### src/common/periph_pkg.sv
/*
 * Shared definitions for the peripheral register bus
 * Host bus widths, region codes, DSP operand select,
 * status LED type and flash bit-bang control fields
 */
`default_nettype none

package periph_pkg;

    // Host bus
    typedef logic [23:0] bus_addr_t;
    typedef logic [31:0] bus_data_t;
    typedef logic [3:0] bus_wstrb_t;

    // Region code taken from the top address nibble
    typedef logic [3:0] region_t;
    localparam int REGION_LSB = 20;

    localparam region_t REGION_STATUS = 4'd1;
    localparam region_t REGION_DSP = 4'd2;
    localparam region_t REGION_PAD = 4'd3;
    localparam region_t REGION_FLASH = 4'd4;

    // Address bit picking operand B over operand A
    localparam int DSP_SEL_BIT = 2;

    // Bit 0 drives led_r and bit 1 drives led_b
    typedef logic [1:0] led_status_t;
    localparam led_status_t STATUS_RESET = 2'b01;

    // Four flash data lines
    typedef logic [3:0] flash_nibble_t;

    // Flash control fields in the write data
    localparam int FLASH_DOUT_LSB = 0;
    localparam int FLASH_OE_LSB = 4;
    localparam int FLASH_CLK_BIT = 8;
    localparam int FLASH_CSN_BIT = 9;
    localparam int FLASH_ACTIVE_BIT = 15;

endpackage

`default_nettype wire

### src/hdl/periph_decoder.sv
/*
 * Request register and address decoder
 * One-hot region selects and write strobes, one cycle after the request
 */
`default_nettype none

module periph_decoder (
    input wire vdp_clk,
    input wire vdp_reset,

    input wire bus_valid,
    input wire periph_pkg::bus_addr_t bus_addr,
    input wire periph_pkg::bus_wstrb_t bus_wstrb,
    input wire periph_pkg::bus_data_t bus_wdata,

    output logic req_valid,
    output logic req_read,
    output periph_pkg::bus_addr_t req_addr,
    output periph_pkg::bus_data_t req_wdata,

    output logic status_sel,
    output logic status_we,
    output logic dsp_sel,
    output logic dsp_we,
    output logic pad_sel,
    output logic pad_we,
    output logic flash_sel,
    output logic flash_we
);
    periph_pkg::region_t req_region;

    always_ff @(posedge vdp_clk) begin
        if (vdp_reset) begin
            req_valid <= 1'b0;
        end else begin
            req_valid <= bus_valid;
        end
    end

    // Payload only captured with a request
    always_ff @(posedge vdp_clk) begin
        if (bus_valid) begin
            req_addr <= bus_addr;
            req_wdata <= bus_wdata;
            // No strobe bit set means a read
            req_read <= (bus_wstrb == '0);
        end
    end

    assign req_region = req_addr[periph_pkg::REGION_LSB +: $bits(periph_pkg::region_t)];

    assign status_sel = req_valid && (req_region == periph_pkg::REGION_STATUS);
    assign dsp_sel = req_valid && (req_region == periph_pkg::REGION_DSP);
    assign pad_sel = req_valid && (req_region == periph_pkg::REGION_PAD);
    assign flash_sel = req_valid && (req_region == periph_pkg::REGION_FLASH);

    // Write strobes
    assign status_we = status_sel && !req_read;
    assign dsp_we = dsp_sel && !req_read;
    assign pad_we = pad_sel && !req_read;
    assign flash_we = flash_sel && !req_read;

endmodule

`default_nettype wire

### src/hdl/dsp_mult.sv
/*
 * Signed multiplier peripheral
 * Two operand registers and a registered product
 */
`default_nettype none

module dsp_mult #(
    parameter int DSP_W = 16
) (
    input wire vdp_clk,

    input wire dsp_we,
    input wire periph_pkg::bus_addr_t req_addr,
    input wire periph_pkg::bus_data_t req_wdata,

    output periph_pkg::bus_data_t dsp_product
);
    logic signed [DSP_W-1:0] op_a;
    logic signed [DSP_W-1:0] op_b;
    logic signed [2*DSP_W-1:0] product_full;

    logic sel_b;

    assign sel_b = req_addr[periph_pkg::DSP_SEL_BIT];

    // Flat enables so the operands map onto the DSP input registers
    always_ff @(posedge vdp_clk) begin
        if (dsp_we && !sel_b) begin
            op_a <= req_wdata[DSP_W-1:0];
        end

        if (dsp_we && sel_b) begin
            op_b <= req_wdata[DSP_W-1:0];
        end
    end

    assign product_full = op_a * op_b;

    // Output register of the multiplier, sign-extended to bus width
    always_ff @(posedge vdp_clk) begin
        dsp_product <= periph_pkg::bus_data_t'(product_full);
    end

endmodule

`default_nettype wire

### src/hdl/pad_reader.sv
/*
 * Gamepad reader mocked with the three board buttons
 * Software latch and clock bits, button snapshot shifted out serially
 */
`default_nettype none

module pad_reader #(
    parameter int PAD_BITS = 16
) (
    input wire vdp_clk,
    input wire vdp_reset,

    input wire pad_we,
    input wire periph_pkg::bus_data_t req_wdata,

    input wire btn_1,
    input wire btn_2,
    input wire btn_3,

    output periph_pkg::bus_data_t pad_data
);
    logic pad_latch;
    logic pad_clk;
    logic pad_clk_r;
    logic pad_clk_rise;

    logic [PAD_BITS-1:0] pad_load;
    logic [PAD_BITS-1:0] pad_shift;

    // Button positions as a real pad would report them
    always_comb begin
        pad_load = '0;
        pad_load[0] = btn_2;
        pad_load[6] = btn_3;
        pad_load[7] = btn_1;
    end

    assign pad_clk_rise = pad_clk && !pad_clk_r;

    always_ff @(posedge vdp_clk) begin
        if (vdp_reset) begin
            pad_latch <= 1'b0;
            pad_clk <= 1'b0;
            pad_clk_r <= 1'b0;
            pad_shift <= '0;
        end else begin
            if (pad_we) begin
                pad_latch <= req_wdata[0];
                pad_clk <= req_wdata[1];
            end

            pad_clk_r <= pad_clk;

            // A clock edge wins over a held latch
            if (pad_clk_rise) begin
                pad_shift <= {1'b0, pad_shift[PAD_BITS-1:1]};
            end else if (pad_latch) begin
                pad_shift <= pad_load;
            end
        end
    end

    // Serial data bit
    assign pad_data = periph_pkg::bus_data_t'(pad_shift[0]);

endmodule

`default_nettype wire

### src/hdl/sys_ctrl_regs.sv
/*
 * System control registers
 * Status LED register and flash bit-bang control
 * with sampled flash_out readback
 */
`default_nettype none

module sys_ctrl_regs (
    input wire vdp_clk,
    input wire vdp_reset,

    input wire status_we,
    input wire flash_we,
    input wire periph_pkg::bus_data_t req_wdata,
    input wire periph_pkg::flash_nibble_t flash_out,

    output logic led_r,
    output logic led_b,
    output periph_pkg::bus_data_t status_data,

    output logic flash_clk,
    output logic flash_csn,
    output periph_pkg::flash_nibble_t flash_in,
    output periph_pkg::flash_nibble_t flash_in_en,
    output periph_pkg::bus_data_t flash_data
);
    localparam int NIB_W = $bits(periph_pkg::flash_nibble_t);

    periph_pkg::led_status_t status;

    logic flash_active;
    logic flash_clk_r;
    logic flash_csn_r;
    periph_pkg::flash_nibble_t flash_dout_r;
    periph_pkg::flash_nibble_t flash_oe_r;
    periph_pkg::flash_nibble_t flash_sample;

    // Status LEDs
    always_ff @(posedge vdp_clk) begin
        if (vdp_reset) begin
            status <= periph_pkg::STATUS_RESET;
        end else if (status_we) begin
            status <= req_wdata[$bits(periph_pkg::led_status_t)-1:0];
        end
    end

    assign led_r = status[0];
    assign led_b = status[1];
    assign status_data = periph_pkg::bus_data_t'(status);

    always_ff @(posedge vdp_clk) begin
        if (vdp_reset) begin
            flash_active <= 1'b0;
        end else if (flash_we) begin
            flash_active <= req_wdata[periph_pkg::FLASH_ACTIVE_BIT];
        end
    end

    always_ff @(posedge vdp_clk) begin
        if (flash_we) begin
            flash_dout_r <= req_wdata[periph_pkg::FLASH_DOUT_LSB +: NIB_W];
            flash_oe_r <= req_wdata[periph_pkg::FLASH_OE_LSB +: NIB_W];
            flash_clk_r <= req_wdata[periph_pkg::FLASH_CLK_BIT];
            flash_csn_r <= req_wdata[periph_pkg::FLASH_CSN_BIT];
        end
    end

    // Released bus parks with chip deselected and no lines driven
    assign flash_clk = flash_active ? flash_clk_r : 1'b0;
    assign flash_csn = flash_active ? flash_csn_r : 1'b1;
    assign flash_in = flash_active ? flash_dout_r : '0;
    assign flash_in_en = flash_active ? flash_oe_r : '0;

    // Readback of the flash lines, one cycle old
    always_ff @(posedge vdp_clk) begin
        flash_sample <= flash_out;
    end

    assign flash_data = periph_pkg::bus_data_t'(flash_sample);

endmodule

`default_nettype wire

### src/hdl/read_mux.sv
/*
 * Read data mux and response strobe
 * Selected region value registered into bus_rdata with bus_ready
 */
`default_nettype none

module read_mux #(
    parameter int DSP_W = 16
) (
    input wire vdp_clk,
    input wire vdp_reset,

    input wire req_valid,
    input wire req_read,
    input wire status_sel,
    input wire dsp_sel,
    input wire pad_sel,
    input wire flash_sel,

    input wire periph_pkg::bus_data_t status_data,
    input wire periph_pkg::bus_data_t dsp_product,
    input wire periph_pkg::bus_data_t pad_data,
    input wire periph_pkg::bus_data_t flash_data,

    output periph_pkg::bus_data_t bus_rdata,
    output logic bus_ready
);
    localparam int PROD_W = 2 * DSP_W;

    periph_pkg::bus_data_t dsp_value;
    periph_pkg::bus_data_t rd_value;

    // Only the low 2*DSP_W product bits carry information
    assign dsp_value = periph_pkg::bus_data_t'($signed(dsp_product[PROD_W-1:0]));

    // Selects are one-hot, unmapped reads fall through as zero
    always_comb begin
        rd_value = '0;
        if (req_read) begin
            if (status_sel) begin
                rd_value = status_data;
            end else if (dsp_sel) begin
                rd_value = dsp_value;
            end else if (pad_sel) begin
                rd_value = pad_data;
            end else if (flash_sel) begin
                rd_value = flash_data;
            end
        end
    end

    always_ff @(posedge vdp_clk) begin
        if (vdp_reset) begin
            bus_ready <= 1'b0;
        end else begin
            bus_ready <= req_valid;
        end
    end

    always_ff @(posedge vdp_clk) begin
        if (req_valid) begin
            bus_rdata <= rd_value;
        end
    end

endmodule

`default_nettype wire

### src/hdl/periph_top.sv
/*
 * Peripheral register bus top level
 * Decoder, DSP multiplier, pad reader, system control
 * registers and read mux
 */
`default_nettype none

module periph_top #(
    parameter int DSP_W = 16,
    parameter int PAD_BITS = 16
) (
    input wire vdp_clk,
    input wire vdp_reset,

    input wire bus_valid,
    input wire periph_pkg::bus_addr_t bus_addr,
    input wire periph_pkg::bus_wstrb_t bus_wstrb,
    input wire periph_pkg::bus_data_t bus_wdata,
    output wire periph_pkg::bus_data_t bus_rdata,
    output wire bus_ready,

    output wire led_r,
    output wire led_b,

    input wire btn_1,
    input wire btn_2,
    input wire btn_3,

    output wire flash_clk,
    output wire flash_csn,
    output wire periph_pkg::flash_nibble_t flash_in,
    output wire periph_pkg::flash_nibble_t flash_in_en,
    input wire periph_pkg::flash_nibble_t flash_out
);
    wire req_valid;
    wire req_read;
    periph_pkg::bus_addr_t req_addr;
    periph_pkg::bus_data_t req_wdata;

    wire status_sel;
    wire status_we;
    wire dsp_sel;
    wire dsp_we;
    wire pad_sel;
    wire pad_we;
    wire flash_sel;
    wire flash_we;

    periph_pkg::bus_data_t status_data;
    periph_pkg::bus_data_t dsp_product;
    periph_pkg::bus_data_t pad_data;
    periph_pkg::bus_data_t flash_data;

    // Decode stage
    periph_decoder u_periph_decoder (
        .vdp_clk(vdp_clk),
        .vdp_reset(vdp_reset),
        .bus_valid(bus_valid),
        .bus_addr(bus_addr),
        .bus_wstrb(bus_wstrb),
        .bus_wdata(bus_wdata),
        .req_valid(req_valid),
        .req_read(req_read),
        .req_addr(req_addr),
        .req_wdata(req_wdata),
        .status_sel(status_sel),
        .status_we(status_we),
        .dsp_sel(dsp_sel),
        .dsp_we(dsp_we),
        .pad_sel(pad_sel),
        .pad_we(pad_we),
        .flash_sel(flash_sel),
        .flash_we(flash_we)
    );

    // Execute stage
    dsp_mult #(
        .DSP_W(DSP_W)
    ) u_dsp_mult (
        .vdp_clk(vdp_clk),
        .dsp_we(dsp_we),
        .req_addr(req_addr),
        .req_wdata(req_wdata),
        .dsp_product(dsp_product)
    );

    pad_reader #(
        .PAD_BITS(PAD_BITS)
    ) u_pad_reader (
        .vdp_clk(vdp_clk),
        .vdp_reset(vdp_reset),
        .pad_we(pad_we),
        .req_wdata(req_wdata),
        .btn_1(btn_1),
        .btn_2(btn_2),
        .btn_3(btn_3),
        .pad_data(pad_data)
    );

    sys_ctrl_regs u_sys_ctrl_regs (
        .vdp_clk(vdp_clk),
        .vdp_reset(vdp_reset),
        .status_we(status_we),
        .flash_we(flash_we),
        .req_wdata(req_wdata),
        .flash_out(flash_out),
        .led_r(led_r),
        .led_b(led_b),
        .status_data(status_data),
        .flash_clk(flash_clk),
        .flash_csn(flash_csn),
        .flash_in(flash_in),
        .flash_in_en(flash_in_en),
        .flash_data(flash_data)
    );

    // Result stage
    read_mux #(
        .DSP_W(DSP_W)
    ) u_read_mux (
        .vdp_clk(vdp_clk),
        .vdp_reset(vdp_reset),
        .req_valid(req_valid),
        .req_read(req_read),
        .status_sel(status_sel),
        .dsp_sel(dsp_sel),
        .pad_sel(pad_sel),
        .flash_sel(flash_sel),
        .status_data(status_data),
        .dsp_product(dsp_product),
        .pad_data(pad_data),
        .flash_data(flash_data),
        .bus_rdata(bus_rdata),
        .bus_ready(bus_ready)
    );

endmodule

`default_nettype wire

### config.mk
export PLATFORM = sky130hd
export DESIGN_NAME = periph_top
export DESIGN_NICKNAME = d
export VERILOG_FILES = /design/src/common/periph_pkg.sv /design/src/hdl/periph_decoder.sv /design/src/hdl/dsp_mult.sv /design/src/hdl/pad_reader.sv /design/src/hdl/sys_ctrl_regs.sv /design/src/hdl/read_mux.sv /design/src/hdl/periph_top.sv
export SDC_FILE = /design/constraint.sdc
export NUM_CORES = 1
export LEC_CHECK = 0
export BUFFER_PORTS_ARGS = -buffer_cell sky130_fd_sc_hd__buf_2
export CORE_MARGIN = 2
export CORE_UTILIZATION = 43
export CTS_BUF_LIST = sky130_fd_sc_hd__clkbuf_4 sky130_fd_sc_hd__clkbuf_8
export CTS_CLUSTER_SIZE = 28
export DETAILED_ROUTE_END_ITERATION = 10
export SYNTH_ARGS = -nofsm -noshare
export SYNTH_HDL_FRONTEND = slang
export SYNTH_HIERARCHICAL = 1
export SYNTH_SLANG_ARGS = --single-unit
### constraint.sdc
create_clock -name vdp_clk -period 7.7 [get_ports vdp_clk]
set_input_delay 1.925 -clock vdp_clk [delete_from_list [all_inputs] [get_ports vdp_clk]]
set_output_delay 1.925 -clock vdp_clk [all_outputs]
set_load 0.01 [all_outputs]
---- Yosys cells after proc, flatten, opt, wreduce, memory -nomap -nowiden ----
Cells that the tools add are included.
word-level totals
  flip-flop bits (word level) ............. 174
  input bits .............................. 70
  output and inout port bits .............. 45
  logic and storage cells ................. 54
operators by class
  $mul .................................... 1
  eq/ne operators ......................... 4
  multiplexer cells ....................... 10
  bitwise logic cells ..................... 1
  reduce and logical (&&, ||, !) cells .... 17
operator list
  cell                count
  $mux 32             2
  $mul 16x16->32      1
  $mux 15             2
  $mux 4              3
  $logic_and 1x1->1   11
  $eq 4x2->1 const B  2
  $eq 4x1->1 const B  1
  $eq 4x3->1 const B  1
  $logic_not 4->1     1
  $logic_not 1->1     3
  $mux 1              2
  $mux 2              1
  $reduce_bool 2->1   1
  $reduce_or 2->1     1
  $not 1->1           1

---- Logic depth before layout (Yosys ltp) ----
Gate-level depths: netlist (run 1).
  depth in word-level cells ............... 6
  depth in mapped cells ................... 22
  depth with buffers taken out ............ 20

---- Modules after synthesis ----
The synthesis (run 1) kept the hierarchy.
by module, submodules not included
  module          instances  cells an instance  area each (sq um)  seq. area each (sq um)
  dsp_mult        1          1136               11390.9            1601.5
  read_mux        1          193                2028.2             980.9
  periph_decoder  1          72                 1818.0             1731.7
  sys_ctrl_regs   1          95                 1004.7             440.4
  pad_reader      1          77                 673.1              220.2

---- Worst setup path before layout (run 1) ----
Ideal clock, no wire load.
  path type ............................... register to register
  from .................................... reg u_dsp_mult.op_b[7]
  to ...................................... reg u_dsp_mult.dsp_product[22]
  setup time .............................. 62 ps
  arrival ................................. 5729 ps
  required time ........................... 7638 ps
  path slack .............................. 1909 ps
  stages on the path, launching flop included .. 22
  buffers on the path ..................... 1
  period minus slack after synthesis ...... 5791 ps
  path through ............................ edfxtp_1 > clkbuf_1 > nand2_1 > fa_1 > inv_1 > fa_1 > inv_1 > fa_1 > inv_1 > fa_1 > fa_1 > inv_1 > fa_1 > inv_1 > ha_1 > a21o_1 > a221o_1 > a21oi_2 > a21boi_1 > o21a_1 > or4_1 > nand3_1
on the way
  cells in the longest elaborated chain, start to end .. 1
ends and longest elaborated chain
  what                             RTL line        text
  start: declaration               dsp_mult.sv:19  logic signed [DSP_W-1:0] op_b;
  start signal: assignment         dsp_mult.sv:33  op_b <= req_wdata[DSP_W-1:0];
  $mul 16x16->32                   dsp_mult.sv:37  assign product_full = op_a * op_b;
  via u_dsp_mult.product_full[22]  dsp_mult.sv:20  logic signed [2*DSP_W-1:0] product_full;
  end signal: assignment           dsp_mult.sv:41  dsp_product <= periph_pkg::bus_data_t'(product_full);
  end: declaration                 dsp_mult.sv:16  output periph_pkg::bus_data_t dsp_product
The timed path passes the listed nets, and every way through them passes these cells.
A chain may end at the register's enable or synchronous reset.

---- Worst setup path in the final report (run 1) ----
  from .................................... reg u_dsp_mult.op_b[1]
  to ...................................... reg u_dsp_mult.dsp_product[30]
Same word-level chain as after synthesis.

==> run_results.csv, run 1 <==
group,metric,value,unit
status,status,"finished, final reports clean",
pwr,comb_power_share,0.300,
routing,drt_iter0_drc,564,
hold_path,hold_start,"u_periph_decoder/req_wdata[13]$_DFFE_PP_",
timing,fin_crit,6.53,ns
floorplanning,die_x,196,µm
timing,final_max_slew_viol_count,0,
setup_path,path_cells,"nand2_1, inv_1, fa_1, fa_1, fa_1, fa_1, fa_1, inv_1, fa_1, inv_1, ha_1, a21oi_1, nand3_1, a31oi_1, o2111ai_1, o21ai_1, nand3_1, o311ai_0",
place,pre_cts_ws,1.16,ns
clock_network,cts_root_buf,"clkbuf_8",
pwr,leakage,7.83,nW
clock_network,clock_latency,0.47,ns
timing,rsz0062_at_grt,"no",
setup_path,critPathArrivalTime,6.87,ns
clock_network,clk_pin_slew_worst_paths,0.09,ns
cells_and_area,nets,1990,
setup_path,slowest_delay,0.88,ns
routing,wl_per_cell,15.7,µm
grt,grt_usage,0.180,
routing,post_drt_via_cell_ratio,4.79,
grt,grt_pass1_vias,10400,
flow_run,drv_cap,0,
grt,overflow,0,
pwr,power_density,140,nW/µm²
timing,max_slew_margin,0.250,
timing,hold_violations,0,
setup_path,crit_slowest_cell,"fa_1",
routing,first_pass_iters,4,
clock_network,cts_made_buffers,17,
timing,worst_pin_slew,1.12,ns
place,port_buffers,79,
grt,antenna_found_initial,0,
setup_path,crit_path_start_kind,"register",
cells_and_area,diodes,0,
routing,ant_nets,0,
timing,fin_crit_sh,0.849,
setup_path,crit_type,"register to register",
grt,grt_pass1_wl,54400,µm
synth,synth_area,15900,µm²
setup_path,cp_common_cell,"fa_1",
timing,setup_viol,0,
floorplanning,row_count,70,
pwr,p_switching,0.000744,W
synth,yosys_warnings,6,
clock_network,clkSinkCount,148,
clock_network,post_cts_resized,0,
floorplanning,fp.dieH,196,µm
setup_path,reg2reg_from,"u_dsp_mult/op_b[1]$_DFFE_PP_",
timing,setup_tns,0,ns
clock_network,postCtsSetupRepairBufs,0,
floorplanning,initial_core_util,0.435,
setup_path,end_kind,"register",
synth,syn_area_per_cell,10.3,µm²
setup_path,startpoint,"u_dsp_mult/op_b[1]$_DFFE_PP_",
timing,worst_slack,1.17,ns
cells_and_area,stdcell_count,2057,
routing,post-route-drc-count,0,
pwr,ir_drop,0.0991,mV
synth,syn_inst,1538,
setup_path,path_max_fanout,16,
pwr,pwr-share-seq,0.411,
place,hpwl,25200,µm
timing,clock.fmax,153,MHz
clock_network,cts_tree,"yes",
clock_network,cts_hold_buf,0,
hold_path,hold_path_class,"register to register",
routing,wl,32300,µm
clock_network,htree_levels,4,
routing,vias,9844,
pwr,switching_share,0.317,
pwr,pwr-share-clk,0.289,
clock_network,clk_path_buf_depth,2,
cells_and_area,fill_cells,3390,
cells_and_area,drive_gt1_frac,0.0806,
place,globalplace.congestion,0.834,
floorplanning,io_pins,115,
grt,grt_max_degree,65,
cells_and_area,syn_to_final_growth,5.33,%
floorplanning,design.die.area,38400,µm²
timing,fin_skew,0.0144,ns
floorplanning,core,36400,µm²
setup_path,cp.required,8.04,ns
place,numPlacedInstances,2025,
pwr,p_int,0.00160,W
-- metal layers --
layer	track usage	up-vias	routed length, µm	share of wire
met5	0	-	0	0
met1	0.259	4928	16000	0.50
met3	0.0303	14	1270	0.039
li1	-	4718	-	-
met4	0.0342	0	253	0.0078
met2	0.291	184	14800	0.46
-- worst paths after layout --
check,end,slack (ns),cells after the start
max,u_dsp_mult/dsp_product[30]$_DFF_P_,1.17,18
max reg2reg,u_dsp_mult/dsp_product[30]$_DFF_P_,1.17,18
min reg2reg,u_dsp_mult/op_b[13]$_DFFE_PP_,0.45,0
min,u_dsp_mult/op_b[13]$_DFFE_PP_,0.45,0
-- flip-flops by register name, indices dropped and copies added, names as in the netlist --
name                          cells
u_periph_decoder/req_addr         5
u_sys_ctrl_regs/flash_clk_r       1
u_pad_reader/pad_clk              1
u_sys_ctrl_regs/status            2
u_periph_decoder/req_valid        1
u_read_mux/bus_rdata             32
u_pad_reader/pad_latch            1
u_pad_reader/pad_clk_r            1
u_dsp_mult/op_a                  16
u_dsp_mult/dsp_product           32
u_sys_ctrl_regs/flash_active      1
u_periph_decoder/req_read         1
u_read_mux/bus_ready              1
u_periph_decoder/req_wdata       16
u_sys_ctrl_regs/flash_csn_r       1
u_sys_ctrl_regs/flash_sample      4
u_sys_ctrl_regs/flash_oe_r        4
u_sys_ctrl_regs/flash_dout_r      4
u_dsp_mult/op_b                  16
u_pad_reader/pad_shift            8
-- critical path: cells and delay by family, from the launching register on --
kind                       cells  cell delay, ns
and+or+nand+nor                3            0.43
AOI/OAI and AO/OA              5            1.10
buffers and inverters          3            0.26
DFF                            1            0.79
adders and majority gates      7            3.81
-- cell type report --
class                      instances  area (µm²)  area share
sequential                       148        3920       0.235
multi-input combinational       1036       10200       0.612
tap                              468         586      0.0350
clock inverter                    14         198      0.0118
clock buffer                      18         248      0.0148
inverter                         287        1080      0.0645
timing repair buffer              86         448      0.0268
-- stage by stage --
step                      cell area, µm²  hold slack [ns]   util  power (W)
after floorplan                    16200            0.421      -    0.00155
after global placement             16300            0.429  0.446    0.00168
after detailed placement           16300            0.434  0.446    0.00169
after CTS                          16700            0.454  0.459    0.00238
after global routing               16700            0.466  0.459    0.00252
final                              16700            0.450  0.459    0.00234
-- power by group through the flow --
| stage | Clock, W | Sequential, W | Combinational [W] |
|---|---|---|---|
| 3_3_place_gp | 0 | 0.000980 | 0.000699 |
| 4_1_cts | 0.000702 | 0.000964 | 0.000712 |
| 3_5_place_dp | 0 | 0.000982 | 0.000707 |
| 6_report | 0.000678 | 0.000963 | 0.000703 |
| 2_1_floorplan | 0 | 0.000969 | 0.000581 |
| 5_1_grt | 0.000739 | 0.000970 | 0.000814 |
-- placed cells by master, fill, tap and decap left out, types with 4 or more instances in the layout --
| cell type | instances |
|---|---|
| buf_2 | 79 |
| dfxtp_1 | 52 |
| ha_1 | 82 |
| o31ai_1 | 30 |
| nand3_1 | 36 |
| a21oi_1 | 27 |
| o21ai_0 | 12 |
| and3_1 | 4 |
| xor2_1 | 9 |
| buf_4 | 7 |
| nor3_2 | 4 |
| mux2i_1 | 7 |
| nor2b_1 | 38 |
| o21a_1 | 6 |
| conb_1 | 89 |
| inv_1 | 287 |
| fa_1 | 262 |
| clkbuf_8 | 18 |
| and2_1 | 133 |
| nand2_1 | 137 |
| edfxtp_1 | 96 |
| a221oi_1 | 30 |
| nand3b_1 | 6 |
| a211oi_1 | 4 |
| nand2b_1 | 10 |
| o211ai_1 | 4 |
| a21o_1 | 13 |
| bufinv_16 | 4 |
| xnor2_1 | 25 |
| nor3_1 | 4 |
| nor2_1 | 29 |
Power figures use the tool's default switching activity.
==> inputs of run 2 (changes only) <==
==> constraint.sdc (replaced) <==
create_clock -name vdp_clk -period 5.45 [get_ports vdp_clk]
set_input_delay 1.3625 -clock vdp_clk [delete_from_list [all_inputs] [get_ports vdp_clk]]
set_output_delay 1.3625 -clock vdp_clk [all_outputs]
set_load 0.01 [all_outputs]
==> run 2 against run 1 <==
Compared with the run above: the flow now finishes with violations (setup timing); flip-flop and latch count unchanged; sequential power increased by 41%; sequential share of layout area fell by 1.9 points; first-iteration DRC count fell by 23%; total power increased by 54%; global-route usage increased by 0.62 points; register-to-register slack got worse by 1.4 ns; critical path type unchanged; critical endpoint is now u_dsp_mult/dsp_product[26]$_DFF_P_; combinational power up 95%; clock skew barely moved.
==> run_results.csv, run 2 (same netlist as run 1, synthesis figures left out) <==
group,metric,value,unit
status,status,"finished, violations left",
status,violations,"setup timing",
routing,vias,10300,
setup_path,critPathArrivalTime,6.02,ns
floorplanning,fp.dieH,196,µm
grt,antenna_found_initial,0,
place,globalplace.congestion,0.850,
timing,rsz0062_at_grt,"yes",
setup_path,crit_slowest_cell,"fa_2",
routing,wl_per_cell,14.9,µm
cells_and_area,layout_commonest_cell,"inv_1",
place,port_buffers,79,
routing,post_drt_via_cell_ratio,4.68,
floorplanning,die_x,196,µm
setup_path,path_delay_family,"adder cells",
clock_network,clock_latency,0.46,ns
setup_path,critPathBufInv,6,
grt,overflow,0,
timing,setup_viol,13,
timing,worst_slack,-0.214,ns
setup_path,crit_type,"register to register",
setup_path,cp.required,5.81,ns
setup_path,path_cells,"and2_4, fa_1, inv_2, fa_2, fa_2, inv_2, fa_1, fa_1, inv_1, fa_1, inv_2, ha_4, and3_4, buf_4, and4_4, a21oi_4, buf_4, a211oi_4, o21a_1, nor2_1, xnor2_1",
timing,fin_crit,5.66,ns
clock_network,cts_hold_buf,0,
pwr,leakage,8.58,nW
timing,hold_violations,0,
clock_network,clkSinkCount,148,
grt,grt_pass1_wl,57300,µm
timing,clock.fmax,177,MHz
cells_and_area,drive_gt1_frac,0.202,
setup_path,cp_common_cell,"fa_1",
routing,post-route-drc-count,0,
setup_path,cp.depth,21,
hold_path,hold_depth,0,
hold_path,hold_path_class,"register to register",
floorplanning,core,36400,µm²
clock_network,cts_made_buffers,17,
routing,drt_iter0_drc,434,
setup_path,crit_path_start_kind,"register",
floorplanning,io_pins,115,
cells_and_area,reg.largest.list,"u_dsp_mult/dsp_product (32), u_read_mux/bus_rdata (32)",
clock_network,cts_tree,"yes",
timing,holdWs,0.452,ns
clock_network,cts_root_buf,"clkbuf_8",
timing,worst_pin_slew,1.14,ns
timing,fin_crit_sh,1.04,
routing,ant_nets,0,
place,pre_cts_ws,-0.391,ns
place,placed_area,17300,µm²
setup_path,r2r_end,"u_dsp_mult/dsp_product[26]$_DFF_P_",
cells_and_area,layout_common_cells,"inv_1 (275), fa_1 (250), nand2_1 (136)",
pwr,power_density,199,nW/µm²
cells_and_area,stdcell_count,2202,
place,hpwl,27200,µm
setup_path,path_max_fanout,6,
routing,wl,32900,µm
place,numPlacedInstances,2143,
floorplanning,row_count,70,
routing,first_pass_iters,6,
setup_path,slowest_delay,0.55,ns
setup_path,reg2reg_from,"u_dsp_mult/op_a[8]$_DFFE_PP_",
flow_run,drv_cap,0,
clock_network,clk_pin_slew_worst_paths,0.08,ns
cells_and_area,syn_to_final_growth,14.8,%
timing,max_slew_margin,0.233,
floorplanning,design.die.area,38400,µm²
grt,grt_usage,0.186,
clock_network,htree_levels,4,
hold_path,hold_start,"u_periph_decoder/req_wdata[14]$_DFFE_PP_",
cells_and_area,diodes,0,
grt,grt_max_degree,65,
cells_and_area,finish.instance_area,18200,µm²
setup_path,r2r_slack,-0.21,ns
timing,final_max_slew_viol_count,0,
timing,fin_skew,0.0146,ns
clock_network,clk_path_buf_depth,2,
grt,grt_pass1_vias,11300,
pwr,ir_drop,0.141,mV
hold_path,holdPathEnd,"u_dsp_mult/op_a[14]$_DFFE_PP_",
floorplanning,initial_core_util,0.435,
cells_and_area,nets,2135,
setup_path,reg2reg_depth,21,
setup_path,end_kind,"register",
[run 2: cell count changes in the layout (fill, tap and decap cells not counted), sizes merged]
cell and delta:
buf +145, clkbuf +1, bufinv -1, clkinv +3, inv -3
[run 2: layout make-up]
| class | count | area (µm²) |
|---|---|---|
| Fill cell | 3299 | 18200 |
| Clock inverter | 13 | 155 |
| Inverter | 287 | 1080 |
| Multi-Input combinational cell | 1036 | 10600 |
| Clock buffer | 19 | 249 |
| Sequential cell | 148 | 3920 |
| Tap cell | 468 | 586 |
| Timing Repair Buffer | 231 | 1630 |
[run 2: worst max path at each step]
stage                                               endpoint  slack [ns]                          from
after detailed placement  u_dsp_mult/dsp_product[30]$_DFF_P_       -0.39  u_dsp_mult/op_b[4]$_DFFE_PP_
after CTS                 u_dsp_mult/dsp_product[22]$_DFF_P_       -0.19  u_dsp_mult/op_a[8]$_DFFE_PP_
after global routing      u_dsp_mult/dsp_product[26]$_DFF_P_       -0.42  u_dsp_mult/op_b[4]$_DFFE_PP_
after global placement    u_dsp_mult/dsp_product[30]$_DFF_P_       -0.38  u_dsp_mult/op_b[4]$_DFFE_PP_
final                     u_dsp_mult/dsp_product[26]$_DFF_P_       -0.21  u_dsp_mult/op_a[8]$_DFFE_PP_
after floorplan           u_dsp_mult/dsp_product[22]$_DFF_P_       -0.09  u_dsp_mult/op_b[4]$_DFFE_PP_
[run 2: routing by layer]
metal	routed length, µm	global-route usage
met3	1150	0.0303
met5	0	0
met2	15500	0.307
met4	387	0.0376
met1	15900	0.263
[run 2: power breakdown]
| group | internal, W | switching (W) | leakage (nW) | total, W |
|---|---|---|---|---|
| clock network | 0.000461 | 0.000424 | 0.207 | 0.000885 |
| logic | 0.000689 | 0.000682 | 6.97 | 0.00137 |
| registers | 0.00132 | 0.0000472 | 1.40 | 0.00136 |
[run 2: metrics by stage]
step / power, W / TNS [ns] / utilization
2_1_floorplan: 0.00221 / -0.172 / -
3_3_place_gp: 0.00257 / -3.11 / 0.474
3_5_place_dp: 0.00259 / -3.40 / 0.474
4_1_cts: 0.00359 / -1.34 / 0.495
5_1_grt: 0.00389 / -4.84 / 0.500
6_report: 0.00362 / -1.72 / 0.500
[run 2: repair_timing]
action / in CTS / in global routing
gates resized for setup: 52 / 38
pin swaps: 38 / 28
setup buffers: 22 / 6
setup endpoints to repair: 15 / 18
